$ cat src/osiris_pkg.sv
`default_nettype none

package osiris_pkg;

    // ----------------------------------------
    // Bus and memory geometry
    // ----------------------------------------
    localparam int DATA_WIDTH     = 32;    // Word width of every bus
    localparam int MEM_ADDR_WIDTH = 10;    // Word index into either memory
    localparam int INST_MEM_WORDS = 1024;  // Instruction memory depth
    localparam int DATA_MEM_WORDS = 1024;  // Data memory depth

    // ----------------------------------------
    // UART timing
    // ----------------------------------------
    // Short bit period keeps simulation runs quick
    localparam int CLKS_PER_BIT = 16;

    // ----------------------------------------
    // Loader command codes
    // ----------------------------------------
    localparam logic [7:0] CMD_READ  = 8'h01;  // Read word, reply with 4 bytes
    localparam logic [7:0] CMD_WRITE = 8'hAA;  // Write word, no reply

endpackage

`default_nettype wire

$ cat src/uart_rx.sv
`timescale 1ns/1ps
`default_nettype none

module uart_rx import osiris_pkg::*; (
    input  logic       clk,
    input  logic       rst_i,
    input  logic       rx_i,     // Serial line, idles high
    output logic [7:0] data_o,   // Last received byte
    output logic       valid_o   // One-cycle pulse per good frame
);

    localparam int CNT_W = $clog2(CLKS_PER_BIT);

    typedef enum logic [1:0] {RX_IDLE, RX_START, RX_DATA, RX_STOP} rx_state_t;

    rx_state_t        state_q;
    logic [1:0]       sync_q;    // Two-flop synchronizer
    logic [CNT_W-1:0] clk_cnt_q; // Cycles inside current bit
    logic [2:0]       bit_cnt_q; // Data bit index
    logic [7:0]       shift_q;
    logic             bit_tick;  // Middle of a data or stop bit
    logic             half_tick; // Middle of the start bit
    logic             rx_s;

    assign rx_s      = sync_q[1];
    assign bit_tick  = (clk_cnt_q == CNT_W'(CLKS_PER_BIT - 1));
    assign half_tick = (clk_cnt_q == CNT_W'(CLKS_PER_BIT / 2 - 1));
    assign data_o    = shift_q;

    always_ff @(posedge clk) begin
        if (rst_i) begin
            sync_q    <= 2'b11; // Line idles high
            state_q   <= RX_IDLE;
            clk_cnt_q <= '0;
            bit_cnt_q <= '0;
            valid_o   <= 1'b0;
        end else begin
            sync_q  <= {sync_q[0], rx_i};
            valid_o <= 1'b0;
            clk_cnt_q <= clk_cnt_q + 1'b1;
            case (state_q)
                RX_IDLE: begin
                    clk_cnt_q <= '0;
                    if (!rx_s) state_q <= RX_START; // Falling edge of start bit
                end
                RX_START: if (half_tick) begin
                    clk_cnt_q <= '0;
                    bit_cnt_q <= '0;
                    state_q   <= rx_s ? RX_IDLE : RX_DATA; // Glitch filter
                end
                RX_DATA: if (bit_tick) begin
                    clk_cnt_q <= '0;
                    bit_cnt_q <= bit_cnt_q + 1'b1;
                    if (bit_cnt_q == 3'd7) state_q <= RX_STOP;
                end
                RX_STOP: if (bit_tick) begin
                    valid_o <= rx_s;    // Framing error drops the byte
                    state_q <= RX_IDLE;
                end
                default: state_q <= RX_IDLE;
            endcase
        end
    end

    // LSB arrives first, so shift in from the top
    always_ff @(posedge clk) begin
        if (state_q == RX_DATA && bit_tick) shift_q <= {rx_s, shift_q[7:1]};
    end

endmodule

`default_nettype wire

$ cat config.mk
export PLATFORM = sky130hd
export DESIGN_NAME = uart_rx
export DESIGN_NICKNAME = d
export VERILOG_FILES = /design/src/osiris_pkg.sv /design/src/uart_rx.sv
export SDC_FILE = /design/constraint.sdc
export NUM_CORES = 1
export LEC_CHECK = 0
export BUFFER_PORTS_ARGS = -buffer_cell sky130_fd_sc_hd__buf_2
export CAP_MARGIN = 40
export CORE_AREA = 2 2 55 57
export DETAILED_ROUTE_END_ITERATION = 7
export DIE_AREA = 0 0 57 59
export GPL_ROUTABILITY_DRIVEN = 0
export GPL_TIMING_DRIVEN = 0
export HOLD_SLACK_MARGIN = 0.08
export PLACE_DENSITY = 0.52
export SETUP_SLACK_MARGIN = 0.4
export SKIP_LAST_GASP = 1
export SYNTH_ARGS = -nofsm -noshare
export SYNTH_HDL_FRONTEND = slang
export SYNTH_SLANG_ARGS = --single-unit
$ cat constraint.sdc
create_clock -name clk -period 2.2 [get_ports clk]
set_clock_uncertainty 0.2 [all_clocks]
set_input_delay 0.44 -clock clk [delete_from_list [all_inputs] [get_ports clk]]
set_output_delay 0.44 -clock clk [all_outputs]
set_load 0.02 [all_outputs]
Word-level counts from Yosys, hierarchy flattened
Cells that the tools add are included.
{"block": "op_classes", "eq_ne": 11, "n_bitwise": 2, "n_reduce_logical": 6, "muxes": 13, "n_addsub": 2}
{"op": "two-way mux 2 bit", "count": 6}
{"op": "case mux 4 bit (3 select lines)", "count": 1}
{"op": "!= test 2 bit, second input constant", "count": 5}
{"op": "two-way mux 4 bit", "count": 2}
{"op": "case mux 2 bit (4 select lines)", "count": 1}
{"op": "two-way mux 3 bit", "count": 2}
{"op": "case mux 3 bit (2 select lines)", "count": 1}
{"op": "AND reduction 5 bit", "count": 1}
{"op": "adder 4 x 1 -> 4 bit, second input constant", "count": 1}
{"op": "== test 2 bit, second input constant", "count": 2}
{"op": "== test 4 x 3 -> 1 bit, second input constant", "count": 1}
{"op": "== test 4 bit, second input constant", "count": 1}
{"op": "adder 3 x 1 -> 3 bit, second input constant", "count": 1}
{"op": "== test 3 bit, second input constant", "count": 1}
{"op": "AND reduction 3 bit", "count": 1}
{"op": "OR reduction 3 bit", "count": 1}
{"op": "== test 2 x 1 -> 1 bit, second input constant", "count": 1}
{"op": "zero test 2 bit", "count": 1}
{"op": "inverter 1 bit", "count": 2}
{"op": "nonzero test 2 bit", "count": 1}
{"op": "logical AND 1 bit", "count": 1}
{"block": "word_totals", "out_inout_bits": 9, "elab_cells": 40, "regBits": 20, "input_bits": 3}

Logic depth before layout (Yosys ltp)
{"block": "depth", "depth_word": 4, "depth_mapped": 4, "depth_no_buf": 4}

Least setup slack after synthesis
No wires, ideal clock.
{"block": "synth_path", "path_kind": "register to register", "startpoint": "register clk_cnt_q[0]", "endpoint": "register shift_q[0] (netlist: data_o[0]) (enable)", "path_slack_ns": 0.475, "period_less_slack_ns": 1.725, "stages_incl_launch_ff": 4, "setup_time_ns": 0.370, "required_time_ns": 1.630, "n_path_buf": 0, "arrival_time_ns": 1.155, "path_cell_list": "dfxtp_1 ha_1 nand4_1 nor2_1"}
{"block": "synth_between", "elab_chain_len": 2}
{"item": "start: declaration", "line_no": "uart_rx.sv:18", "source": "logic [CNT_W-1:0] clk_cnt_q;"}
{"item": "start signal: assignment", "line_no": "uart_rx.sv:40", "source": "clk_cnt_q <= clk_cnt_q + 1'b1;"}
{"item": "== test 4 bit", "line_no": "uart_rx.sv:26", "source": "assign bit_tick = (clk_cnt_q == CNT_W'(CLKS_PER_BIT - 1));"}
{"item": "logical AND 1 bit", "line_no": "uart_rx.sv:67", "source": "if (state_q == RX_DATA && bit_tick) shift_q <= {rx_s, shift_q[7:1]};"}
{"item": "end signal: assignment", "line_no": "uart_rx.sv:67"}
{"item": "end: declaration", "line_no": "uart_rx.sv:20", "source": "logic [7:0] shift_q;"}
Every way passes these cells.
A chain may end at the register's enable or synchronous reset.

Worst setup path in the final report
{"block": "layout_path", "startpoint": "register clk_cnt_q[0]", "endpoint": "register shift_q[7] (netlist: data_o[7]) (enable)"}
The elaborated chain is that of the path after synthesis.

==> impl_metrics.csv <==
group,metric,value,unit
global_routing,grt_pass1_wl,2.33,mm
synthesis,synthFlopType,"dfxtp_1",
cts,clock_latency,290,ps
worst_setup_path,cp_cell_sequence,"ha_2, nand4_1, nor2_4",
sta,worst_pin_slew,436,ps
worst_setup_path,path_buf_inv,0,
sta,layout_setup_ws,498,ps
global_routing,grt_max_degree,12,
worst_setup_path,cp-start-kind,"flop",
cts,cts.htree.levels,1,
cts,clock-root-buffer,"clkbuf_4",
synthesis,ys_seq_area_share,60.7,%
global_routing,grt_usage,9.13,%
sta,period_share,77.3,%
synthesis,netlist_area,792,sq um
layout,area_delta_synth_final,15.8,%
die,pin_count,12,
pwr,ir_drop,0.433,mV
layout,antenna_cells,0,
synthesis,synth-edff-count,8,
sta,hold_slack,127,ps
sta,finalSetupViolations,0,
worst_setup_path,cp_max_fo,8,
cts,cts_buffer_depth,2,
worst_setup_path,crit_path_end,"data_o[7]",
synthesis,postSynth.asyncResetShare,0,%
sta,fin_crit,1700,ps
global_routing,antenna_found_initial,0,
synthesis,synth_common_cells,"12 x dfxtp_1, 8 x edfxtp_1, 4 x a21oi_1, 4 x nand3_1, 4 x nor2_1",
sta,grt_setup_unrepaired,"no",
sta,slew_violations,0,
route,drt_iter0_markers,7,
route,firstDrtPassIters,3,
synthesis,yosysUniqueCellTypes,25,
synthesis,synth_top_area_share,30.3,%
die,core_area,0.00271,sq mm
cts,clk_pin_slew,100,ps
synthesis,synth_area_leaders,"dfxtp_1 30%, edfxtp_1 30%, a211oi_2 4.7%",
worst_setup_path,timing.rr.end,"data_o[7]",
pwr,power.total,573,uW
cts,cts_tree,"done",
global_routing,grt_pass1_vias,506,
die,start_util,29.2,%
die,dieArea,0.00336,sq mm
hold_path,worst_hold_path_type,"input pin to flop",
run_status,outcome,"finished, final reports clean",
synthesis,yosys_warnings,0,
place,dp_slack,151,ps
worst_setup_path,crit_family,"simple AND/OR/NAND/NOR gates",
synthesis,yosys.area.top_type,"dfxtp_1",
synthesis,yosys_register_bits,20,
route,drt-wirelength-per-cell,11.9,um
synthesis,yosysMostFrequentCell,"dfxtp_1",
synthesis,synth_nets,71,
place,hpwl,995,um
die,die_w,57,um
route,drt-total-wl,1.31,mm
cts,tritoncts.num_buffers,3,
sta,slew_headroom,70.9,%
worst_setup_path,crit_start,"clk_cnt_q[0]",
cts,cts_sinks,20,
worst_setup_path,endpoint_kind,"flop",
cts,cts_hold_buf,0,
sta,setup_tns,0,ps
synthesis,netlist_instances,65,
pwr,p_per_area,625,mW/mm^2
layout,fin_nets,86,
route,ant_nets,0,
worst_setup_path,cpPeakStageDelay,370,ps
worst_setup_path,crit_arrival,1490,ps
synthesis,synth.avg_cell_area,12.2,sq um
layout,drive_above_1_share,31.6,%
sta,fmax,0.588,GHz
worst_setup_path,rr_worst_depth,3,
job,maxCapViolCount,0,
worst_setup_path,crit_required,1980,ps
pwr,p_leak,0.000338,uW
place,numPortBuffers,10,
route,viasPerCell,4.66,
worst_setup_path,worstReg2RegStart,"clk_cnt_q[0]",
sta,hold_violations,0,
worst_setup_path,slowest_stage,"dfxtp_1",
worst_setup_path,critPathKind,"flop to flop",
worst_setup_path,cp.depth,3,
global_routing,gr-total-overflow,0,
route,num_vias,513,
worst_setup_path,reg2reg_slack,500,ps
die,rows,19,
die,die_y,59,um
route,drc_errors,0,
==> per-layer routing <==
layer  wire, um  part of all wire [%]  vias to the layer above  global-route usage [%]
met3         79                   6.0                        0                    4.15
li1           -                     -                      264                       -
met5          0                     0                        -                       0
met4          0                     0                        0                    1.99
met1        641                    49                      236                    11.6
met2        592                    45                       13                    14.4
==> placed cells by master, fill, tap and decap left out, types with 2 or more instances in the layout <==
| cell | instances |
|---|---|
| buf_4 | 2 |
| nand3_1 | 4 |
| inv_1 | 3 |
| a211oi_2 | 3 |
| nor3_1 | 3 |
| or2_2 | 2 |
| edfxtp_1 | 8 |
| nor2_1 | 3 |
| xnor2_1 | 2 |
| buf_2 | 11 |
| dfxtp_1 | 12 |
| ha_1 | 2 |
| a21oi_1 | 4 |
| o21ai_0 | 2 |
| clkbuf_4 | 3 |
| a31oi_1 | 2 |
==> stage by stage <==
step / instances / area [sq um] / util, %
final: 110 / 917 / 33.8
after global routing: 110 / 917 / 33.8
after CTS: 110 / 915 / 33.7
after detailed placement: 106 / 881 / 32.5
after global placement: 106 / 881 / 32.5
after floorplan: 65 / 792 / -
==> layout make-up <==
type                            instances  area (sq um)
Fill cell                             286          1790
Sequential cell                        20           480
Multi-Input combinational cell         38           287
Timing Repair Buffer                   10          50.0
Tap cell                               31          38.8
Buffer                                  4          23.8
Clock buffer                            3          22.5
Inverter                                3          11.3
Clock inverter                          1          3.75
==> worst min-delay path by stage <==
stage / slack, ps / endpoint / startpoint / cells past startpoint
floorplan: 190 / sync_q[1] / sync_q[0] / 1
global placement: 190 / sync_q[1] / sync_q[0] / 1
detailed placement: 200 / sync_q[1] / sync_q[0] / 1
CTS: 110 / sync_q[0] / rx_i / 2
global route: 120 / sync_q[0] / rx_i / 2
finish: 130 / sync_q[0] / rx_i / 2
==> registers in the layout (all words and copies together), names as in the netlist, named ones only <==
name	cells
bit_cnt_q	3
clk_cnt_q	4
data_o	8
state_q	1
sync_q	2
valid_o	1
==> power by group <==
part	total (uW)	switching, uW	leakage (uW)	internal [uW]
Clock	168	102	0.0000154	65.9
Combinational	15.5	8.90	0.000153	6.59
Sequential	389	3.84	0.000169	386
==> timing repair <==
action / CTS / global route
pin swaps: 0 / 1
gates cloned: 0 / 0
setup buffers: 0 / 0
resized for setup: 2 / 1
endpoints found under the setup margin: 8 / 8
==> kinds of logic (layout without fill, tap and decap cells) <==
group                      Yosys count  in the layout  synth area share (%)
AOI/OAI and AO/OA                   14             14                  13.6
xor gates and xnor gates             3              3                  3.32
adders and majority gates            3              3                  4.74
buffers and inverters                7             21                  4.42
DFF                                 20             20                  60.7
and+or+nand+nor                     18             18                  13.3
(Power assumes the default switching activity.)
