$ cat src/osiris_pkg.sv
`default_nettype none

package osiris_pkg;

    // ----------------------------------------
    // Bus and memory geometry
    // ----------------------------------------
    localparam int DATA_WIDTH     = 32;    // Word width of every bus
    localparam int MEM_ADDR_WIDTH = 10;    // Word index into either memory
    localparam int INST_MEM_WORDS = 1024;  // Instruction memory depth
    localparam int DATA_MEM_WORDS = 1024;  // Data memory depth

    // ----------------------------------------
    // UART timing
    // ----------------------------------------
    // Short bit period keeps simulation runs quick
    localparam int CLKS_PER_BIT = 16;

    // ----------------------------------------
    // Loader command codes
    // ----------------------------------------
    localparam logic [7:0] CMD_READ  = 8'h01;  // Read word, reply with 4 bytes
    localparam logic [7:0] CMD_WRITE = 8'hAA;  // Write word, no reply

endpackage

`default_nettype wire

$ cat src/mem_port_mux.sv
`timescale 1ns/1ps
`default_nettype none

module mem_port_mux import osiris_pkg::*; (
    input  logic                      clk,
    input  logic                      rst_i,
    input  logic                      select_mem_i,     // 0 instruction, 1 data
    // Loader side
    input  logic                      ld_stb_i,
    input  logic                      ld_we_i,
    input  logic [MEM_ADDR_WIDTH-1:0] ld_addr_i,
    input  logic [DATA_WIDTH-1:0]     ld_wdata_i,
    output logic                      ld_ack_o,
    output logic [DATA_WIDTH-1:0]     ld_rdata_o,
    // Core side
    input  logic [MEM_ADDR_WIDTH-1:0] core_pc_i,
    input  logic [MEM_ADDR_WIDTH-1:0] core_data_addr_i,
    input  logic                      core_data_we_i,
    input  logic [DATA_WIDTH-1:0]     core_wdata_i,
    output logic [DATA_WIDTH-1:0]     core_instr_o,
    output logic [DATA_WIDTH-1:0]     core_rdata_o,
    output logic                      core_stall_o,
    // Instruction memory
    output logic                      im_stb_o,
    output logic                      im_we_o,
    output logic [MEM_ADDR_WIDTH-1:0] im_addr_o,
    output logic [DATA_WIDTH-1:0]     im_wdata_o,
    input  logic                      im_ack_i,
    input  logic [DATA_WIDTH-1:0]     im_rdata_i,
    // Data memory
    output logic                      dm_stb_o,
    output logic                      dm_we_o,
    output logic [MEM_ADDR_WIDTH-1:0] dm_addr_o,
    output logic [DATA_WIDTH-1:0]     dm_wdata_o,
    input  logic                      dm_ack_i,
    input  logic [DATA_WIDTH-1:0]     dm_rdata_i
);

    logic ld_own_q; // Loader cycle already running
    logic sel_q;    // Target latched at strobe start
    logic ld_tgt;   // 1 when the loader targets the data memory
    logic ld_im;
    logic ld_dm;

    // First strobe cycle takes the live select, later cycles the latched one
    assign ld_tgt = ld_own_q ? sel_q : select_mem_i;
    assign ld_im  = ld_stb_i && !ld_tgt;
    assign ld_dm  = ld_stb_i && ld_tgt;

    always_ff @(posedge clk) begin
        if (rst_i) begin
            ld_own_q <= 1'b0;
            sel_q    <= 1'b0;
        end else begin
            ld_own_q <= ld_stb_i;
            if (ld_stb_i) sel_q <= ld_tgt;
        end
    end

    // Core waits out any loader cycle, whichever memory it hits
    assign core_stall_o = ld_stb_i;

    // ----------------------------------------
    // Instruction memory, core only fetches
    // ----------------------------------------
    assign im_stb_o   = ld_im;
    assign im_we_o    = ld_im && ld_we_i;
    assign im_addr_o  = ld_im ? ld_addr_i : core_pc_i;
    assign im_wdata_o = ld_wdata_i;

    // ----------------------------------------
    // Data memory, core reads and writes
    // ----------------------------------------
    assign dm_stb_o   = ld_dm;
    assign dm_we_o    = ld_dm ? ld_we_i : (core_data_we_i && !core_stall_o);
    assign dm_addr_o  = ld_dm ? ld_addr_i : core_data_addr_i;
    assign dm_wdata_o = ld_dm ? ld_wdata_i : core_wdata_i;

    // Returns to both masters
    assign ld_ack_o     = ld_tgt ? dm_ack_i : im_ack_i;
    assign ld_rdata_o   = ld_tgt ? dm_rdata_i : im_rdata_i;
    assign core_instr_o = im_rdata_i;
    assign core_rdata_o = dm_rdata_i;

    // A loader write keeps the instruction memory until its ack
    a_im_we_loader: assert property (@(posedge clk) disable iff (rst_i)
        im_we_o && !im_ack_i |=> im_we_o);

endmodule

`default_nettype wire

$ cat config.mk
export PLATFORM = sky130hd
export DESIGN_NAME = mem_port_mux
export DESIGN_NICKNAME = d
export VERILOG_FILES = /design/src/osiris_pkg.sv /design/src/mem_port_mux.sv
export SDC_FILE = /design/constraint.sdc
export NUM_CORES = 1
export LEC_CHECK = 0
export BUFFER_PORTS_ARGS = -buffer_cell sky130_fd_sc_hd__buf_2
export CORE_AREA = 5 5 133 135
export CTS_BUF_LIST = sky130_fd_sc_hd__clkbuf_4
export CTS_CLUSTER_DIAMETER = 150
export DETAILED_ROUTE_END_ITERATION = 8
export DIE_AREA = 0 0 138 140
export GPL_ROUTABILITY_DRIVEN = 1
export GPL_TIMING_DRIVEN = 0
export MAX_ROUTING_LAYER = met4
export PLACE_DENSITY_LB_ADDON = 0.25
export SETUP_SLACK_MARGIN = 0.05
export SLEW_MARGIN = 20
export SYNTH_ARGS = -nofsm -noshare
export SYNTH_HDL_FRONTEND = slang
export SYNTH_SLANG_ARGS = --single-unit
$ cat constraint.sdc
create_clock -name clk -period 2.6 [get_ports clk]
set_input_delay 0.52 -clock clk [delete_from_list [all_inputs] [get_ports clk]]
set_output_delay 0.52 -clock clk [all_outputs]
set_load 0.05 [all_outputs]
=== Word-level counts from Yosys, hierarchy flattened ===
Index checks and enable logic that the tools add are counted.

* Add/subtract/negate cells: 0
* Multiply operators: 0
* Div/mod/pow operators: 0
* Order comparisons: 0
* Eq/ne operators: 0
* Shift-type cells: 0
* Multiplexer cells: 7
* Bitwise gates (word level): 0
* Reduce and logical (&&, ||, !) cells: 6

{| class="wikitable"
|+ Operator list
! operator !! count
|-
| two-way mux 32 bit || 2
|-
| two-way mux 10 bit || 2
|-
| logical AND 1 bit || 4
|-
| two-way mux 1 bit || 3
|-
| logical NOT 1 bit || 2
|}

* Register bits after elaboration: 2
* Bits in latches: 0
* RAM bits: 0
* Memory bits (read-only): 0
* Bits of input ports: 166
* Output and inout bits: 186
* Logic and storage cells: 15
* Memories kept: 0

=== Longest topological paths before layout ===
Gate-level depths: netlist of the first run.

* Word-level depth: 4
* Gate-level depth with buffers: 5
* Mapped depth without buffers: 3

=== Least setup slack after synthesis of the first run ===
Ideal clock, no wire load.

* Path kind: input port to output port
* Start point: input select_mem_i
* End point: output dm_addr_o[1]
* Arrival: 1.597 ns
* Required time: 2.080 ns
* Slack: 0.483 ns
* Stages on the path: 5
* Buffers on the path: 2
* Cell sequence: mux2i_4 > nand2b_1 > buf_6 > buf_6 > mux2_4

* Longest elaborated chain between the ends: 3

{| class="wikitable"
|+ Ends and longest elaborated chain
! item !! RTL line !! source
|-
| start, declared || mem_port_mux.sv:7 || <nowiki>input logic select_mem_i,</nowiki>
|-
| two-way mux 1 bit || mem_port_mux.sv:46 || <nowiki>assign ld_tgt = ld_own_q ? sel_q : select_mem_i;</nowiki>
|-
| logical AND 1 bit || mem_port_mux.sv:48 || <nowiki>assign ld_dm = ld_stb_i && ld_tgt;</nowiki>
|-
| two-way mux 10 bit || mem_port_mux.sv:76 || <nowiki>assign dm_addr_o = ld_dm ? ld_addr_i : core_data_addr_i;</nowiki>
|-
| end, declared || mem_port_mux.sv:33 || <nowiki>output logic [MEM_ADDR_WIDTH-1:0] dm_addr_o,</nowiki>
|}

Every way passes these cells.

=== Worst setup path in the final report of the first run ===
* Start point: register ld_own_q
* End point: output dm_wdata_o[20]

* Longest elaborated chain between the ends: 3

{| class="wikitable"
|+ Ends and longest elaborated chain
! item !! RTL line !! source
|-
| start, declared || mem_port_mux.sv:39 || <nowiki>logic ld_own_q;</nowiki>
|-
| start signal, assigned || mem_port_mux.sv:55 || <nowiki>ld_own_q <= ld_stb_i;</nowiki>
|-
| two-way mux 1 bit || mem_port_mux.sv:46 ||
|-
| logical AND 1 bit || mem_port_mux.sv:48 ||
|-
| two-way mux 32 bit || mem_port_mux.sv:77 || <nowiki>assign dm_wdata_o = ld_dm ? ld_wdata_i : core_wdata_i;</nowiki>
|-
| end, declared || mem_port_mux.sv:34 || <nowiki>output logic [DATA_WIDTH-1:0] dm_wdata_o,</nowiki>
|}

Every way passes these cells.

==> results of run 1 <==
-- sequential cells by signal (all words and copies together) (netlist names) --
signal / flops
ld_own_q: 1
sel_q: 1
-- layout make-up --
class / count / area, µm²
Fill cell: 1800 / 12200
Timing Repair Buffer: 354 / 1790
Multi-Input combinational cell: 95 / 1180
Buffer: 106 / 812
Tap cell: 220 / 275
Sequential cell: 2 / 40.0
Clock buffer: 3 / 22.5
Inverter: 3 / 11.3
Antenna cell: 1 / 2.50
-- logic make-up (layout without fill, tap and decap cells) --
kind of cell / Yosys count / in the layout / synth area share (%)
other: 0 / 1 / 0
AOI/OAI and AO/OA: 1 / 1 / 0.308
DFF: 2 / 2 / 1.97
and+or+nand+nor: 7 / 7 / 1.78
buffers and inverters: 109 / 466 / 40.1
muxes: 87 / 87 / 55.8
-- metrics by stage --
| stage | cell area [µm²] | std cells |
|---|---|---|
| after floorplan | 2030 | 206 |
| after global placement | 4070 | 777 |
| after detailed placement | 4070 | 777 |
| after CTS | 4120 | 782 |
| after global routing | 4130 | 784 |
| final | 4130 | 784 |
-- critical path, stage by stage (launching register included) --
cell	delay [ns]
dfxtp_1	0.38
mux2i_4	0.33
nand2b_1	0.15
buf_6	0.15
buf_6	0.18
mux2_4	0.32
buf_2	0.21
-- synthesized netlist by cell type --
| master | instances | area (µm²) |
|---|---|---|
| and3_1 | 1 | 6.26 |
| mux2_2 | 46 | 518 |
| mux2_4 | 39 | 586 |
| mux2i_1 | 1 | 10.0 |
| inv_1 | 3 | 11.3 |
| buf_4 | 97 | 728 |
| buf_2 | 4 | 20.0 |
| nor2_1 | 1 | 3.75 |
| dfxtp_1 | 2 | 40.0 |
| nand2b_1 | 1 | 6.26 |
| o22ai_1 | 1 | 6.26 |
| buf_6 | 5 | 56.3 |
| mux2i_4 | 1 | 22.5 |
| nor2b_1 | 2 | 12.5 |
| nand2_1 | 2 | 7.51 |
-- worst paths after layout --
check,from,endpoint,slack (ns),cells after the start
min,rst_i,sel_q$_SDFFE_PP0P_,0.47,2
max reg2reg,ld_own_q$_SDFF_PP0_,sel_q$_SDFFE_PP0P_,1.75,3
min reg2reg,sel_q$_SDFFE_PP0P_,sel_q$_SDFFE_PP0P_,0.56,2
max,ld_own_q$_SDFF_PP0_,dm_wdata_o[20],0.13,6
-- timing repair --
item	in CTS	in global routing
resized for setup	0	2
buffers inserted	2	1
endpoints found under the setup margin	79	11
-- per-layer routing --
layer / up-vias / GRT usage [%] / share of wire, %
met2: 208 / 19.4 / 54
met1: 1127 / 9.57 / 36
met4: 0 / 1.46 / 0.47
met3: 4 / 2.69 / 10
li1: 1322 / - / -
met5: - / - / 0
-- report_power, final --
group / internal (mW) / total, mW / switching (mW)
Combinational: 0.470 / 1.41 / 0.943
Sequential: 0.0327 / 0.0345 / 0.00179
Clock: 0.0511 / 0.0703 / 0.0192
==> results_dict.tcl, run 1 <==
set metrics [dict create \
    coreArea_mm2 0.0163 \
    finalMaxSlewViolations 0 \
    finalHoldViolCount 0 \
    grt_pass1_vias 2951 \
    syn-num-nets 372 \
    synth.yosys.seq_area_share_pct 1.97 \
    vias_per_cell 3.39 \
    io_pins 352 \
    htreeDepth 1 \
    syn2layout_area_growth_pct 103 \
    io_buffers 351 \
    crit_required_ns 2.08 \
    initial_core_util_pct 12.4 \
    max_clock_freq_mhz 404 \
    syn_inst 206 \
    place.gp.congestion 0.819 \
    synth_warnings 0 \
    worstSetupPathType "reg2out" \
    die_x_um 138 \
    drive_above_1_share_pct 97.5 \
    final_cell_mix "buf_2, buf_4, mux2_2" \
    cts.sinks 2 \
    critPathMaxFanout 10 \
    dieArea_mm2 0.0193 \
    grt_max_degree 11 \
    clock-root-buffer "clkbuf_4" \
    yosysUniqueCellTypes 15 \
    routedWlPerCell_um 13.1 \
    drt_first_iter_violations 38 \
    die_y_um 140 \
    setup_slack_ns 0.127 \
    cp-start-kind "flip-flop" \
    finalCritPeriodShare_pct 95.1 \
    cts_tree "yes" \
    tightest_slew_ns 0.298 \
    mostFrequentLayoutCell "buf_2" \
    synth_area_mm2 0.00203 \
    arrival_ns 1.95 \
    clock_skew_ns 0.000795 \
    fin_crit_ns 2.47 \
    min_path_type "in2reg" \
    cts_buffer_depth 2 \
    drc 0 \
    relSlewSlack_pct 80.3 \
    syn_avg_cell_area_um2 9.88 \
    grt_pass1_wl_mm 15.3 \
    fin_util_pct 25.3 \
    cts.clk_slew.worst_paths_ns 0.03 \
    num_rows 47 \
    critPathCaptureType "output port" \
    worst_hold_slack_ns 0.471 \
    synth-seq-cells 2 \
    place_ws_ns -0.141 \
    routed_wl_mm 10.3 \
    insertion_delay_ns 0.23 \
    antenna_left 0 \
    holdBufCountCts 0 \
    grt_setup_unrepaired "true" \
    power.leakage_nw 2.54 \
    p_per_area_mw_per_mm2 367 \
    antenna_found_initial 1 \
    finalSetupViolCount 0 \
    dr_total_vias 2661 \
    post-dp-hpwl_mm 9.47 \
    nets 731 \
    ir_drop_mv 0.126 \
    drt-pass1-iter-count 3 \
    overflow 0 \
    status "complete, no violations" \
    numCtsBuffers 3 \
    drv_cap 0 \
    setup_tns_ns 0 \
    grt.total_usage_pct 9.76 \
    totalPowerFinal_mw 1.52 \
]
No activity file was read; power rests on OpenSTA's default activity.
==> inputs of run 2 (changes only) <==
--- a/config.mk
+++ b/config.mk
@@ -5,12 +5,13 @@
 export SDC_FILE = /design/constraint.sdc
 export NUM_CORES = 1
 export LEC_CHECK = 0
+export ABC_AREA = 1
 export BUFFER_PORTS_ARGS = -buffer_cell sky130_fd_sc_hd__buf_2
-export CORE_AREA = 5 5 133 135
+export CORE_AREA = 5 5 135 137
 export CTS_BUF_LIST = sky130_fd_sc_hd__clkbuf_4
 export CTS_CLUSTER_DIAMETER = 150
 export DETAILED_ROUTE_END_ITERATION = 8
-export DIE_AREA = 0 0 138 140
+export DIE_AREA = 0 0 140 142
 export GPL_ROUTABILITY_DRIVEN = 1
 export GPL_TIMING_DRIVEN = 0
 export MAX_ROUTING_LAYER = met4
==> run 2 against run 1 <==
  * Synthesized cell count rose by 94%
  * Sequential power about the same
  * Clock-buffer cell count unchanged
  * Register-to-register slack got worse by 0.21 ns
  * Critical path depth is 1 higher
  * Non-clock buffer count up 11
  * Design area rose by 0.51%
  * Critical path type is now in2out
  * Largest cell class unchanged
  * Largest power group unchanged
==> results_dict.tcl, run 2 <==
set metrics [dict create \
    path_buf_inv 3 \
    grt_max_degree 11 \
    nets 922 \
    overflow 0 \
    dr_total_vias 3519 \
    cpMaxStageDelayCell "buf_2" \
    multi_input_comb_area_mm2 0.00114 \
    grt_pass1_wl_mm 18.1 \
    finalMaxSlewViolations 0 \
    relSlewSlack_pct 76.2 \
    min_path_type "in2reg" \
    drc 0 \
    postCtsSetupBuffers 0 \
    arrival_ns 1.69 \
    finalCritPeriodShare_pct 85.0 \
    crit_required_ns 2.08 \
    crit_chain "buf_2 > nand2_1 > nand2_2 > buf_2 > nand2_1 > nand2_1 > buf_2" \
    io_pins 352 \
    p_comb_share_pct 93.5 \
    setup_tns_ns 0 \
    synth_edf_count 0 \
    worstSetupPathType "in2out" \
    numCtsBuffers 3 \
    finalSetupViolCount 0 \
    max_clock_freq_mhz 453 \
    synth_top_cell_by_area "nand2_1" \
    syn_inst 400 \
    insertion_delay_ns 0.23 \
    coreArea_mm2 0.0169 \
    io_buffers 351 \
    power.share.clock_pct 4.3 \
    syn2layout_area_growth_pct 98.4 \
    holdBufCountCts 0 \
    antenna_left 0 \
    switchingPower_mw 1.11 \
    ir_drop_mv 0.147 \
    power_frac_seq_pct 2.1 \
    syn_avg_cell_area_um2 5.24 \
    initial_core_util_pct 12.4 \
    die_y_um 142 \
    p_per_area_mw_per_mm2 385 \
    top_regs "ld_own_q x1, sel_q x1" \
    synth_ff_type "dfxtp_1" \
    routedWlPerCell_um 12.7 \
    post-dp-hpwl_mm 11.1 \
    fin_crit_ns 2.21 \
    power.leakage_nw 2.83 \
    drv_cap 0 \
    routed_wl_mm 12.4 \
    htreeDepth 1 \
    critPathCaptureType "output port" \
    synth-seq-cells 2 \
    totalPowerFinal_mw 1.60 \
    yosysUniqueCellTypes 13 \
    grt_pass1_vias 3433 \
    clock_skew_ns 0.00166 \
    num_rows 48 \
    cts.sinks 2 \
    internal_power_mw 0.489 \
    synth_area_mm2 0.00209 \
    yosysTopAreaCellShare_pct 37.6 \
    cp-start-kind "input port" \
    finalHoldViolCount 0 \
    crit_family "buffers and inverters" \
    register_area_um2 40.0 \
    ys_top_cells_by_area "nand2_1, buf_4, nand3_1, nand3_2, buf_2" \
    drt-pass1-iter-count 4 \
    async_flop_share_pct 0 \
    clock-root-buffer "clkbuf_4" \
    fin_util_pct 24.5 \
    num-fill-cells 1960 \
    die_x_um 140 \
    cts.clk_slew.worst_paths_ns 0.03 \
    grt_setup_unrepaired "false" \
    tightest_slew_ns 0.356 \
    drive_above_1_share_pct 64.7 \
    syn-num-nets 566 \
    antenna_found_initial 0 \
    status "complete, no violations" \
    place.gp.congestion 0.809 \
    final_cell_mix "buf_2, nand2_1, buf_4" \
    yosys.cell_count.top_type "nand2_1" \
    synth.yosys.seq_area_share_pct 1.91 \
    cts_tree "yes" \
    antenna_cells 0 \
    vias_per_cell 3.59 \
    cts_buffer_depth 2 \
    synth_warnings 0 \
    drt_first_iter_violations 68 \
    grt.total_usage_pct 11.3 \
    switching_share_pct 69.4 \
    critPathMaxStageDelay_ns 0.34 \
    ctsResizeCount 0 \
    dieArea_mm2 0.0199 \
    mostFrequentLayoutCell "buf_2" \
    critPathMaxFanout 10 \
    synthTopCellsByCount "nand2_1, buf_4, nand3_1" \
]
[run 2: worst paths after layout]
path         slack [ns]                 from  depth (start not counted)                   to
max                0.39         select_mem_i                          7       ld_rdata_o[30]
min                0.47                rst_i                          2  ld_own_q$_SDFF_PP0_
max reg2reg        1.54  ld_own_q$_SDFF_PP0_                          6   sel_q$_SDFFE_PP0P_
min reg2reg        0.55   sel_q$_SDFFE_PP0P_                          4   sel_q$_SDFFE_PP0P_
[run 2: kinds of logic after synthesis]
logic type	share of synthesized area (%)
and+or+nand+nor	54.4
DFF	1.91
AOI/OAI and AO/OA	0.239
buffers and inverters	43.5
[run 2: cell type report]
type | instances | share of cell area [%]
buffer | 120 | 21.2
clock buffer | 3 | 0.542
inverter | 8 | 0.723
multi-input combinational | 270 | 27.5
sequential | 2 | 0.964
tap | 225 | 6.78
timing repair buffer | 351 | 42.3
[run 2: power groups by stage]
| stage | Sequential, mW | Clock [mW] | Combinational (mW) |
|---|---|---|---|
| after floorplan | 0.0343 | 0 | 1.09 |
| after global routing | 0.0344 | 0.0720 | 1.59 |
| after CTS | 0.0342 | 0.0719 | 1.52 |
| after global placement | 0.0345 | 0 | 1.52 |
| after detailed placement | 0.0346 | 0 | 1.52 |
| final | 0.0342 | 0.0696 | 1.50 |
[run 2: routing by layer]
metal | wire, µm | vias to the layer above | track usage [%]
met4 | 61 | 0 | 0.969
met3 | 1050 | 6 | 1.61
met2 | 6520 | 193 | 21.8
met5 | 0 | - | -
met1 | 4810 | 1477 | 13.0
li1 | - | 1843 | -
[run 2: metrics by stage]
step	setup WS [ns]	instances	instance area, µm²	hold slack [ns]
6_report	0.391	979	4160	0.471
5_1_grt	0.260	979	4160	0.485
4_1_cts	0.336	979	4160	0.466
3_5_place_dp	0.338	976	4130	0.546
3_3_place_gp	0.346	976	4130	0.541
2_1_floorplan	0.481	400	2090	0.509
