<file path="src/osiris_pkg.sv">
`default_nettype none

package osiris_pkg;

    // ----------------------------------------
    // Bus and memory geometry
    // ----------------------------------------
    localparam int DATA_WIDTH     = 32;    // Word width of every bus
    localparam int MEM_ADDR_WIDTH = 10;    // Word index into either memory
    localparam int INST_MEM_WORDS = 1024;  // Instruction memory depth
    localparam int DATA_MEM_WORDS = 1024;  // Data memory depth

    // ----------------------------------------
    // UART timing
    // ----------------------------------------
    // Short bit period keeps simulation runs quick
    localparam int CLKS_PER_BIT = 16;

    // ----------------------------------------
    // Loader command codes
    // ----------------------------------------
    localparam logic [7:0] CMD_READ  = 8'h01;  // Read word, reply with 4 bytes
    localparam logic [7:0] CMD_WRITE = 8'hAA;  // Write word, no reply

endpackage

`default_nettype wire

</file>
<file path="src/uart_tx.sv">
`timescale 1ns/1ps
`default_nettype none

module uart_tx import osiris_pkg::*; (
    input  logic       clk,
    input  logic       rst_i,
    input  logic [7:0] data_i,   // Byte to send
    input  logic       start_i,  // Load pulse, honoured only when idle
    output logic       tx_o,     // Serial line
    output logic       busy_o    // High for 10 bit times per frame
);

    localparam int CNT_W = $clog2(CLKS_PER_BIT);

    logic [9:0]       frame_q;   // Stop, data, start; bit 0 goes out first
    logic [CNT_W-1:0] clk_cnt_q;
    logic [3:0]       bit_cnt_q;
    logic             bit_tick;

    assign bit_tick = (clk_cnt_q == CNT_W'(CLKS_PER_BIT - 1));
    assign tx_o     = busy_o ? frame_q[0] : 1'b1; // Idle line is high

    always_ff @(posedge clk) begin
        if (rst_i) begin
            busy_o    <= 1'b0;
            clk_cnt_q <= '0;
            bit_cnt_q <= '0;
        end else if (!busy_o) begin
            clk_cnt_q <= '0;
            bit_cnt_q <= '0;
            if (start_i) busy_o <= 1'b1;
        end else if (bit_tick) begin
            clk_cnt_q <= '0;
            bit_cnt_q <= bit_cnt_q + 1'b1;
            if (bit_cnt_q == 4'd9) busy_o <= 1'b0; // Stop bit done
        end else begin
            clk_cnt_q <= clk_cnt_q + 1'b1;
        end
    end

    always_ff @(posedge clk) begin
        if (!busy_o && start_i) frame_q <= {1'b1, data_i, 1'b0};
        else if (busy_o && bit_tick) frame_q <= {1'b1, frame_q[9:1]};
    end

    // Controller must wait for busy to drop before the next byte
    a_no_start_busy: assert property (@(posedge clk) disable iff (rst_i)
        busy_o |-> !start_i);

endmodule

`default_nettype wire

</file>
<file path="config.mk">
export PLATFORM = sky130hd
export DESIGN_NAME = uart_tx
export DESIGN_NICKNAME = d
export VERILOG_FILES = /design/src/osiris_pkg.sv /design/src/uart_tx.sv
export SDC_FILE = /design/constraint.sdc
export NUM_CORES = 1
export LEC_CHECK = 0
export ABC_AREA = 1
export BUFFER_PORTS_ARGS = -buffer_cell sky130_fd_sc_hd__buf_2
export CAP_MARGIN = 0
export CORE_ASPECT_RATIO = 1.4
export CORE_MARGIN = 4
export CORE_UTILIZATION = 40
export DETAILED_ROUTE_END_ITERATION = 10
export SYNTH_ARGS = -nofsm -noshare
export SYNTH_HDL_FRONTEND = slang
export SYNTH_SLANG_ARGS = --single-unit
</file>
<file path="constraint.sdc">
create_clock -name clk -period 1.6 [get_ports clk]
set_input_delay 0.08 -clock clk [delete_from_list [all_inputs] [get_ports clk]]
set_output_delay 0.08 -clock clk [all_outputs]
set_load 0.01 [all_outputs]
</file>
# Word level (Yosys, flattened, before mapping)
# Index checks and enable logic that the tools add are counted.
# op_classes
n_addsub,2
eq_ne,2
n_mux,7
bitwise,1
reduce_logical,6
# op_table
cell,count
9-bit two-way mux,2
4-bit by 1-bit adder with 4-bit output (second input constant),2
4-bit == test (second input constant),2
1-bit two-way mux,5
3-bit OR reduction,1
1-bit logical AND,2
2-bit nonzero test,1
2-bit OR reduction,1
1-bit logical NOT,1
1-bit NOT,1
# word_totals
register_bits,18
in_bits,11
output_inout_bits,2
word_cells,23

# Depth between registers and ports, before layout
# Gate-level depths: netlist (run 1).
# depth
depth_word,4
ltp_mapped,6
mapped_depth_nobuf,6

# Worst setup path before layout (run 1)
# Ideal clock, no wire load.
# synth_path
path_kind,register to register
start,register clk_cnt_q[0]
end,"register frame_q[1], enable pin"
setup_time_ns,0.329
t_arrival_ns,1.085
t_required_ns,1.271
slack_ns,0.187
path_stages_with_launch,6
n_path_buf,0
period_less_slack_ns,1.413
path_cell_list,dfxtp_1 ha_1 nand3_4 nor2_8 inv_4 nand2_1
# synth_between
elab_chain_cells,3
# synth_lines
element,line_no,source
start: declaration,uart_tx.sv:16,logic [CNT_W-1:0] clk_cnt_q;
start signal: assignment,uart_tx.sv:37,clk_cnt_q <= clk_cnt_q + 1'b1;
4-bit == test,uart_tx.sv:20,assign bit_tick = (clk_cnt_q == CNT_W'(CLKS_PER_BIT - 1));
1-bit logical AND,uart_tx.sv:43,"else if (busy_o && bit_tick) frame_q <= {1'b1, frame_q[9:1]};"
2-bit nonzero test (no line),--,
end signal: assignment,uart_tx.sv:42,"if (!busy_o && start_i) frame_q <= {1'b1, data_i, 1'b0};"
end signal: assignment,uart_tx.sv:43,
end: declaration,uart_tx.sv:15,logic [9:0] frame_q;
# Every way passes these cells.
# A chain may end at the register's enable or synchronous reset.

# Final worst setup path (run 1)
# layout_path
start,register clk_cnt_q[0]
end,"register frame_q[6], enable pin"
# The elaborated chain is that of the path after synthesis.

==> summary.md, run 1 <==
| Metric | Value |
|---|---|
| Die span in y | just over 60 um |
| Clk slew on worst S/H paths | 90 ps |
| Hold Path Class | in2reg |
| Longest Clk Path Bufs | 2 |
| Worst Tran Pin Value | around 320 ps |
| Num ports | 13 |
| Status | finished, final reports clean |
| PD cells | 829 mW/mm^2 |
| Remaining global-route overflow | 0 |
| Vias per inst | 5.14 |
| Headroom to the max-slew limit | 78.8% |
| Post-synthesis average cell area | 9.19 sq um |
| Pre-antenna DRT Iters | 4 |
| Final Skew | 2.42 ps |
| Synth top area cells | edfxtp_1 29%, dfxtp_1 24%, nand2_1 12%, nand3_1 6.7%, ha_1 4.6% |
| CP max FO | 8 |
| Final worst slack | 116 ps |
| Synth cell types | 22 |
| Ratio of cells with drive above 1 in the final layout | a little under a quarter |
| Drc violations | 0 |
| Die ar. | between 0.002 and 0.003 sq mm |
| Critical Path End Type | register |
| Highest ir drop seen on vdd | 0.560 mV |
| Initial Util | roughly two fifths |
| Port-buffer cells | 12 |
| Synth top area share | around 29% |
| Post-synth top area cell | edfxtp_1 |
| Final ANT Viol Nets | 0 |
| Cells after DPL | 121 |
| First-pass GRT wire length | 2.46 mm |
| Critical path cell sequence | ha_1 > nand3_4 > nor2_8 > inv_4 > nand2_1 |
| Clock latency on the worst-skew pair | between 200 and 300 ps |
| Clock tree sinks | 18 |
| Final Slew Violations | 0 |
| Net Sw Frac | approximately a fifth |
| Yosys reg bits | 18 |
| Final nets | ~120 |
| Share of the yosys chip area belonging to registers | 53.8% |
| Maximum clock rate | 674 MHz |
| Critical path class | reg2reg |
| Setup violations, final | 0 |
| Clk pwr share | 27.0% |
| Setup Total Neg Slack | 0 ps |
| Final non-filler cell area | roughly 930 sq um |
| Most common cell after layout, fill and taps aside | nand2_1 |
| Reg power frac | 65.5% |
| P_sw | 161 uW |
| Final Util | 47.5% |
| Row count | 19 |
| Diode count | 0 |
| Via count | 637 |
| Resize count post-CTS | 0 |
| P_int | 606 uW |
| Tmin final | 1480 ps |
| Netlist Area Pre-Place | 818 sq um |
| Final WL | 1.45 mm |
| Drt wl/cell | 11.7 um |
| Die Wd | ~46 um |
| Initial antenna violation count | 0 |
| Net Count, Synth | 103 |
| Static Leak | 0.000418 uW |
| Largest stage delay, worst path | roughly 370 ps |
| GP Congestion | around 0.73 |
| Crit path arrival time | 1440 ps |
| Most frequent cells in the layout | 26 x nand2_1, 12 x buf_2, 11 x nand3_1 |
| Largest net degree at the start of global routing | 13 |
| Critical Path RT | 1560 ps |
| Max-Cap Viols | 0 |
| Cell Area, Placed | 903 sq um |
| Gr usage total | 12.6% |
| Worst setup SP type | register |
| Cell count after synthesis | 89 |
| Delay-heaviest family, CP | simple AND/OR/NAND/NOR gates |
| RSZ-0062 raised after global routing | no |
| CTS tree | yes |
| Setup Buffers After CTS | 0 |
| Final HPWL DP | 1.12 mm |
| Iter 0 DRT Violations | 20 |
| Final std cells w/o fill | 124 |
| Crit share post-route | 92.7% |
| Vias in the first global route | ~600 |
| Area Growth Syn to Fin | 13.1% |
| Hold Fails Final Rpt | 0 |
| Synthesis warning total | 0 |
| Htree depth | 1 |
| Slowest CP cell | dfxtp_1 |
| Worst path bufs/invs | 1 |
| Comb pwr share | 7.6% |
| Hold_buf cts | 0 |
| Core ar. | roughly 0.0019 sq mm |
| Root buf cell | clkbuf_4 |
| Cts bufs inserted | 3 |
| DP Worst Slack | 108 ps |
## cell families after synthesis
group	after synthesis	share of synthesized area [%]
AOI/OAI and AO/OA	8	5.66
xor gates and xnor gates	1	1.07
adders and majority gates	3	4.59
buffers and inverters	9	4.59
DFF	18	53.8
and+or+nand+nor	50	30.3
## layout make-up
type	count	area, sq um
sequential	18	440
timing repair buffer	13	67.6
tap	21	26.3
fill	195	1020
inverter	7	28.8
clock buffer	3	22.5
multi-input combinational	62	340
## cell usage after synthesis
cell	n
or2_1	2
buf_2	1
nand3_1	11
ha_1	3
inv_1	4
a21oi_1	5
o21ai_0	1
o21bai_1	1
edfxtp_1	8
and3_1	1
clkbuf_1	1
nand3_2	1
nor2_2	1
inv_4	1
nor2_8	1
nor2_1	6
nand2_1	26
xnor2_1	1
nand3_4	1
a21oi_2	1
dfxtp_1	10
inv_2	2
## per-layer routing
layer | vias up | wire length [um] | global-route usage [%]
met1 | 300 | 608 | 12.2
met5 | - | 0 | 0
met4 | 0 | 41 | 8.54
li1 | 323 | - | -
met3 | 4 | 57 | 2.63
met2 | 10 | 740 | 22.8
## path summary, 6_finish.rpt
check / from / endpoint / slack (ps) / cells past startpoint
worst max-delay path: clk_cnt_q[0]$_SDFF_PP0_ / frame_q[6]$_DFFE_PP_ / 120 / 5
worst min-delay path: rst_i / busy_o$_SDFF_PP0_ / 70 / 3
worst max register to register: clk_cnt_q[0]$_SDFF_PP0_ / frame_q[6]$_DFFE_PP_ / 120 / 5
worst min register to register: clk_cnt_q[0]$_SDFF_PP0_ / clk_cnt_q[0]$_SDFF_PP0_ / 460 / 1
## worst register-to-register path: stages, from the launching register on
cell and delay [ps]:
dfxtp_1 370, ha_1 240, nand3_4 150, nor2_8 130
inv_4 40, nand2_1 240
## sequential cells by signal, indices dropped and copies added, names as in the netlist
register and count:
bit_cnt_q 4, busy_o 1, clk_cnt_q 4, frame_q 9
## power groups by stage
stage	registers, uW	clock network [uW]	logic, uW
global route	504	239	65.8
floorplan	512	0	36.3
finish	502	207	58.3
CTS	502	218	59.7
detailed placement	513	0	59.6
global placement	512	0	58.2
## stage by stage
| stage | total power, uW | hold slack, ps |
|---|---|---|
| final | 767 | 70.7 |
| after global routing | 809 | 72.1 |
| after CTS | 780 | 60.8 |
| after detailed placement | 573 | 370 |
| after global placement | 570 | 383 |
| after floorplan | 549 | 246 |
Note: power is estimated with default switching activity, not from simulation.
==> run 2: changes to the inputs <==
- CTS_CLUSTER_DIAMETER: not set -> 200
- PLACE_DENSITY: not set -> 0.67
==> run 2 against run 1 <==
  * Register-to-register slack barely moved
  * Clock power increased by 31%
  * Total power grew 8.5%
  * Die area unchanged
  * Maximum frequency rose by 0.58%
  * First-iteration DRC count decreased by 45%
  * Via count shrank 3.1%
  * Count of clock-buffer cells in the layout up 1
  * Non-clock buffer count is the same
  * Critical path depth stayed put
  * Cell area is 1.5% higher
  * Utilization grew 0.71 points
==> summary.md, run 2 (synthesized netlist as in run 1, its figures left out) <==
| Metric | Value |
|---|---|
| Largest net degree at the start of global routing | 13 |
| DR WL met3 | approximately 60 um |
| Worst path bufs/invs | 1 |
| Max-Cap Viols | 0 |
| Num ports | 13 |
| Fill cell count | between 150 and 200 |
| Cts bufs inserted | 3 |
| Area Growth Syn to Fin | 14.8% |
| First-pass GRT wire length | 2.44 mm |
| GP Congestion | between 0.7 and 0.8 |
| Die Wd | 46.2 um |
| Met2 Routed Length | 744 um |
| Comb pwr share | 7.1% |
| Setup Total Neg Slack | 0 ps |
| Worst setup SP type | register |
| Final nets | 119 |
| Longest Clk Path Bufs | 2 |
| Largest regs | frame_q (9), bit_cnt_q (4), clk_cnt_q (4) |
| Critical Path End Type | register |
| Max reg flops | 9 |
| P_int | 657 uW |
| Final WL | 1.43 mm |
| Delay-heaviest family, CP | simple AND/OR/NAND/NOR gates |
| Largest stage delay, worst path | ~360 ps |
| Row count | 19 |
| Diode count | 0 |
| CTS tree | yes |
| Resize count post-CTS | 0 |
| Hold Fails Final Rpt | 0 |
| Slowest CP cell | dfxtp_1 |
| Maximum clock rate | approximately 680 MHz |
| Vias per inst | 4.94 |
| Routed metal-1 wirelength | 602 um |
| Headroom to the max-slew limit | 78.4% |
| Port-buffer cells | 12 |
| Hold_buf cts | 0 |
| Status | finished, final reports clean |
| Hold Path Class | in2reg |
| Vias in the first global route | 588 |
| P_sw | roughly 180 uW |
| Setup violations, final | 0 |
| Setup Buffers After CTS | 0 |
| Static Leak | roughly 0.00043 uW |
| Remaining global-route overflow | 0 |
| Gr usage total | 12.2% |
| Htree depth | 1 |
| Net Sw Frac | 21.0% |
| Reg power frac | about 60% |
| Initial Util | a little over two fifths |
| Ratio of cells with drive above 1 in the final layout | roughly 24% |
| Drc violations | 0 |
| Clock latency on the worst-skew pair | 280 ps |
| Crit. Startpoint | clk_cnt_q[0]$_SDFF_PP0_ |
| Crit share post-route | approximately 92% |
| Final Slew Violations | 0 |
| Worst reg2reg startpoint | clk_cnt_q[0]$_SDFF_PP0_ |
| Core ar. | 0.00195 sq mm |
| Final ANT Viol Nets | 0 |
| Via count | 617 |
| Critical Path RT | 1570 ps |
| Worst Tran Pin Value | 323 ps |
| Most frequent cells in the layout | 26 x nand2_1, 12 x buf_2, 11 x nand3_1 |
| Highest Signal Layer | met4 |
| Clk pwr share | 32.6% |
| Most common cell after layout, fill and taps aside | nand2_1 |
| Crit path arrival time | about 1400 ps |
| CP max FO | 8 |
| Clk slew on worst S/H paths | 100 ps |
| Final Util | approximately half |
| Initial antenna violation count | 0 |
| Tmin final | roughly 1500 ps |
| Pre-antenna DRT Iters | 4 |
| Hold path start | rst_i |
| Highest ir drop seen on vdd | 0.448 mV |
| Die span in y | 61.5 um |
| Critical path cell sequence | ha_1 > nand3_4 > nor2_8 > inv_4 > nand2_1 |
| RSZ-0062 raised after global routing | no |
| Final Skew | 2.09 ps |
| Die ar. | 0.00284 sq mm |
| Drt wl/cell | 11.4 um |
| Clock tree sinks | 18 |
| Critical path class | reg2reg |
| Final HPWL DP | 1.12 mm |
| Iter 0 DRT Violations | 11 |
| PD cells | 886 mW/mm^2 |
| Root buf cell | clkbuf_4 |
| Biggest register | frame_q |
-- run 2: cell count changes in the layout (fill, tap and decap cells not counted), sizes merged --
cell,delta
clkbuf,+1
-- run 2: cell type report --
| class | count | area [sq um] | area share [%] |
|---|---|---|---|
| clock buffers | 4 | 36.3 | 3.86 |
| inverters | 7 | 28.8 | 3.06 |
| multi-input cells | 62 | 340 | 36.2 |
| flip-flops and latches | 18 | 440 | 46.9 |
| well taps | 21 | 26.3 | 2.80 |
| repair buffers | 13 | 67.6 | 7.19 |
-- run 2: tightest hold or removal path: stages --
cell and delay (ps):
buf_2 100, o21bai_1 100, a21oi_1 40
-- run 2: through the flow --
step	setup WS [ps]	std cells	total power [uW]	cell area, sq um	hold WS [ps]
2_1_floorplan	187	89	549	818	246
6_report	125	125	832	940	72.9
3_5_place_dp	111	121	573	903	375
5_1_grt	27.9	125	884	940	60.1
3_3_place_gp	174	121	570	903	364
4_1_cts	99.6	125	851	940	58.7
-- run 2: power groups by stage --
stage	clock network, uW	registers (uW)	logic [uW]
after floorplan	0	512	36.3
after detailed placement	0	513	60.1
final	271	502	59.0
after CTS	288	502	60.7
after global routing	313	503	66.9
after global placement	0	512	58.1
-- run 2: path summary, 6_finish.rpt --
| path | to | slack [ps] | cells after the start |
|---|---|---|---|
| worst max-delay path | frame_q[5]$_DFFE_PP_ | 120 | 5 |
| worst min-delay path | busy_o$_SDFF_PP0_ | 70 | 3 |
| worst max register to register | frame_q[5]$_DFFE_PP_ | 120 | 5 |
| worst min register to register | clk_cnt_q[0]$_SDFF_PP0_ | 450 | 1 |
-- run 2: layer usage --
layer	up-vias	track usage, %
met4	0	7.32
met3	2	2.63
met2	10	20.9
met5	-	0
li1	324	-
met1	281	13.3
==> run 3: changes to the inputs <==
==> constraint.sdc (replaced) <==
create_clock -name clk -period 1.6 [get_ports clk]
set_input_delay 0.48 -clock clk [delete_from_list [all_inputs] [get_ports clk]]
set_output_delay 0.48 -clock clk [all_outputs]
set_load 0.01 [all_outputs]
==> run 3 against run 2 <==
  * First-iteration DRC count unchanged
  * Register-to-register slack about the same
  * Total power down 4.4%
  * Cell area rose by 0.13%
  * Routed wire length up 2.5%
  * Combinational power grew 1%
  * Largest power group unchanged
  * Clock power decreased by 15%
==> summary.md, run 3 (synthesized netlist as in run 1, its figures left out) <==
| Metric | Value |
|---|---|
| Die span in y | 61.5 um |
| Hold_buf cts | 0 |
| Gr usage total | 12.4% |
| Reg power frac | 63.4% |
| Final ANT Viol Nets | 0 |
| Setup Buffers After CTS | 0 |
| Port-buffer cells | 12 |
| Most frequent cells in the layout | 26 x nand2_1, 12 x buf_2, 11 x nand3_1 |
| Critical path cell sequence | inv_8 > or2_1 > buf_2 |
| Drc violations | 0 |
| P_int | 617 uW |
| Status | finished, final reports clean |
| Max-Cap Viols | 0 |
| Setup Total Neg Slack | 0 ps |
| Largest stage delay, worst path | 390 ps |
| Static Leak | roughly 0.00042 uW |
| Largest net degree at the start of global routing | 13 |
| Drt wl/cell | 11.7 um |
| Num ports | 13 |
| Diode count | 0 |
| RR Endpoint | frame_q[3]$_DFFE_PP_ |
| CTS tree | yes |
| Final Slew Violations | 0 |
| Hold Path Class | in2reg |
| Crit path arrival time | between 1000 and 1500 ps |
| Core ar. | 0.00195 sq mm |
| Fill cell count | 199 |
| Worst setup SP type | register |
| Initial Util | 42.0% |
| Hold WS | ~450 ps |
| Initial antenna violation count | 0 |
| PD cells | roughly 850 mW/mm^2 |
| Worst Tran Pin Value | 315 ps |
| Critical Path End Type | output port |
| Clock latency on the worst-skew pair | 290 ps |
| Critical Path RT | about 1100 ps |
| Most common cell after layout, fill and taps aside | nand2_1 |
| Die ar. | ~0.0028 sq mm |
| Vias per inst | 5.01 |
| Slowest CP cell | dfxtp_4 |
| First-pass GRT wire length | around 2.4 mm |
| Vias in the first global route | approximately 620 |
| Comb pwr share | under 10% |
| Hold path start | rst_i |
| Final HPWL DP | 1.13 mm |
| Biggest register | frame_q |
| Final Skew | 1.78 ps |
| Pre-antenna DRT Iters | 4 |
| Tmin final | approximately 1600 ps |
| RSZ-0062 raised after global routing | yes |
| Clk pwr share | 29.1% |
| GP Congestion | 0.751 |
| Hold Fails Final Rpt | 0 |
| Final non-filler cell area | approximately 940 sq um |
| Net Sw Frac | 22.4% |
| Crit. Startpoint | busy_o$_SDFF_PP0_ |
| Critical Path Sink | tx_o |
| Clk slew on worst S/H paths | 100 ps |
| Final WL | between 1 and 1.5 mm |
| Remaining global-route overflow | 0 |
| Crit share post-route | ~100% |
| Longest Clk Path Bufs | 2 |
| Final nets | 119 |
| Ratio of cells with drive above 1 in the final layout | roughly 24% |
| Cell Area, Placed | ~900 sq um |
| Cts bufs inserted | 3 |
| Htree depth | 1 |
| Iter 0 DRT Violations | 11 |
| Largest regs | frame_q (9), bit_cnt_q (4), clk_cnt_q (4) |
| CP max FO | 12 |
| Setup violations, final | 0 |
| Cells after DPL | between 100 and 150 |
| Maximum clock rate | 639 MHz |
| R2R setup slack | 130 ps |
| Headroom to the max-slew limit | 78.9% |
| Area Growth Syn to Fin | 15.0% |
| Clock tree sinks | 18 |
| Worst reg2reg startpoint | clk_cnt_q[0]$_SDFF_PP0_ |
| FF-to-FF path depth | 5 |
| Root buf cell | clkbuf_4 |
| Row count | 19 |
| Max reg flops | 9 |
| Final Util | 48.3% |
| Final std cells w/o fill | 125 |
| P_sw | about 180 uW |
| Highest ir drop seen on vdd | 0.443 mV |
| Via count | between 600 and 700 |
| Critical path class | reg2out |
| Die Wd | about 46 um |
[run 3: cell type report]
cell class	instances	area, sq um	share of cell area, %
Timing Repair Buffer	13	67.6	7.18
Inverter	7	36.3	3.86
Tap cell	21	26.3	2.79
Multi-Input combinational cell	62	340	36.2
Clock buffer	4	26.3	2.79
Sequential cell	18	444	47.2
[run 3: worst max-delay path, delay by kind of cell (launching register included)]
kind          cells  cell delay (ps)
buf+inv           2              200
flops             1              390
simple gates      1              200
[run 3: power groups by stage]
stage	combinational, uW	clock (uW)	sequential [uW]
finish	59.7	231	504
global route	67.7	263	506
CTS	60.5	241	504
detailed placement	59.6	0	513
global placement	57.6	0	512
floorplan	36.3	0	512
[run 3: what timing repair did]
action,4_1_cts,5_1_grt
resized for setup,2,3
pin swaps,0,0
setup endpoints to repair,1,1
[run 3: worst min-delay path by stage]
stage | to | slack, ps | cells past startpoint
after global placement | clk_cnt_q[0]$_SDFF_PP0_ | 430 | 1
final | busy_o$_SDFF_PP0_ | 450 | 3
after global routing | busy_o$_SDFF_PP0_ | 460 | 3
after floorplan | clk_cnt_q[0]$_SDFF_PP0_ | 420 | 1
after CTS | busy_o$_SDFF_PP0_ | 450 | 3
after detailed placement | frame_q[0]$_SDFFE_PP0P_ | 430 | 2
[run 3: metal layers]
layer | global-route usage [%] | wire length (um) | share of wire, % | vias up
li1 | - | - | - | 322
met1 | 12.1 | 621 | 43 | 290
met2 | 21.7 | 766 | 52 | 10
met3 | 3.51 | 46 | 3.2 | 4
met4 | 8.54 | 25 | 1.7 | 0
met5 | 0 | 0 | 0 | -
[run 3: metrics by stage]
| step | power, uW | setup WS, ps |
|---|---|---|
| 6_report | 795 | 34.0 |
| 5_1_grt | 836 | -11.9 |
| 4_1_cts | 805 | 3.91 |
| 3_5_place_dp | 573 | 108 |
| 3_3_place_gp | 570 | 177 |
| 2_1_floorplan | 549 | 187 |
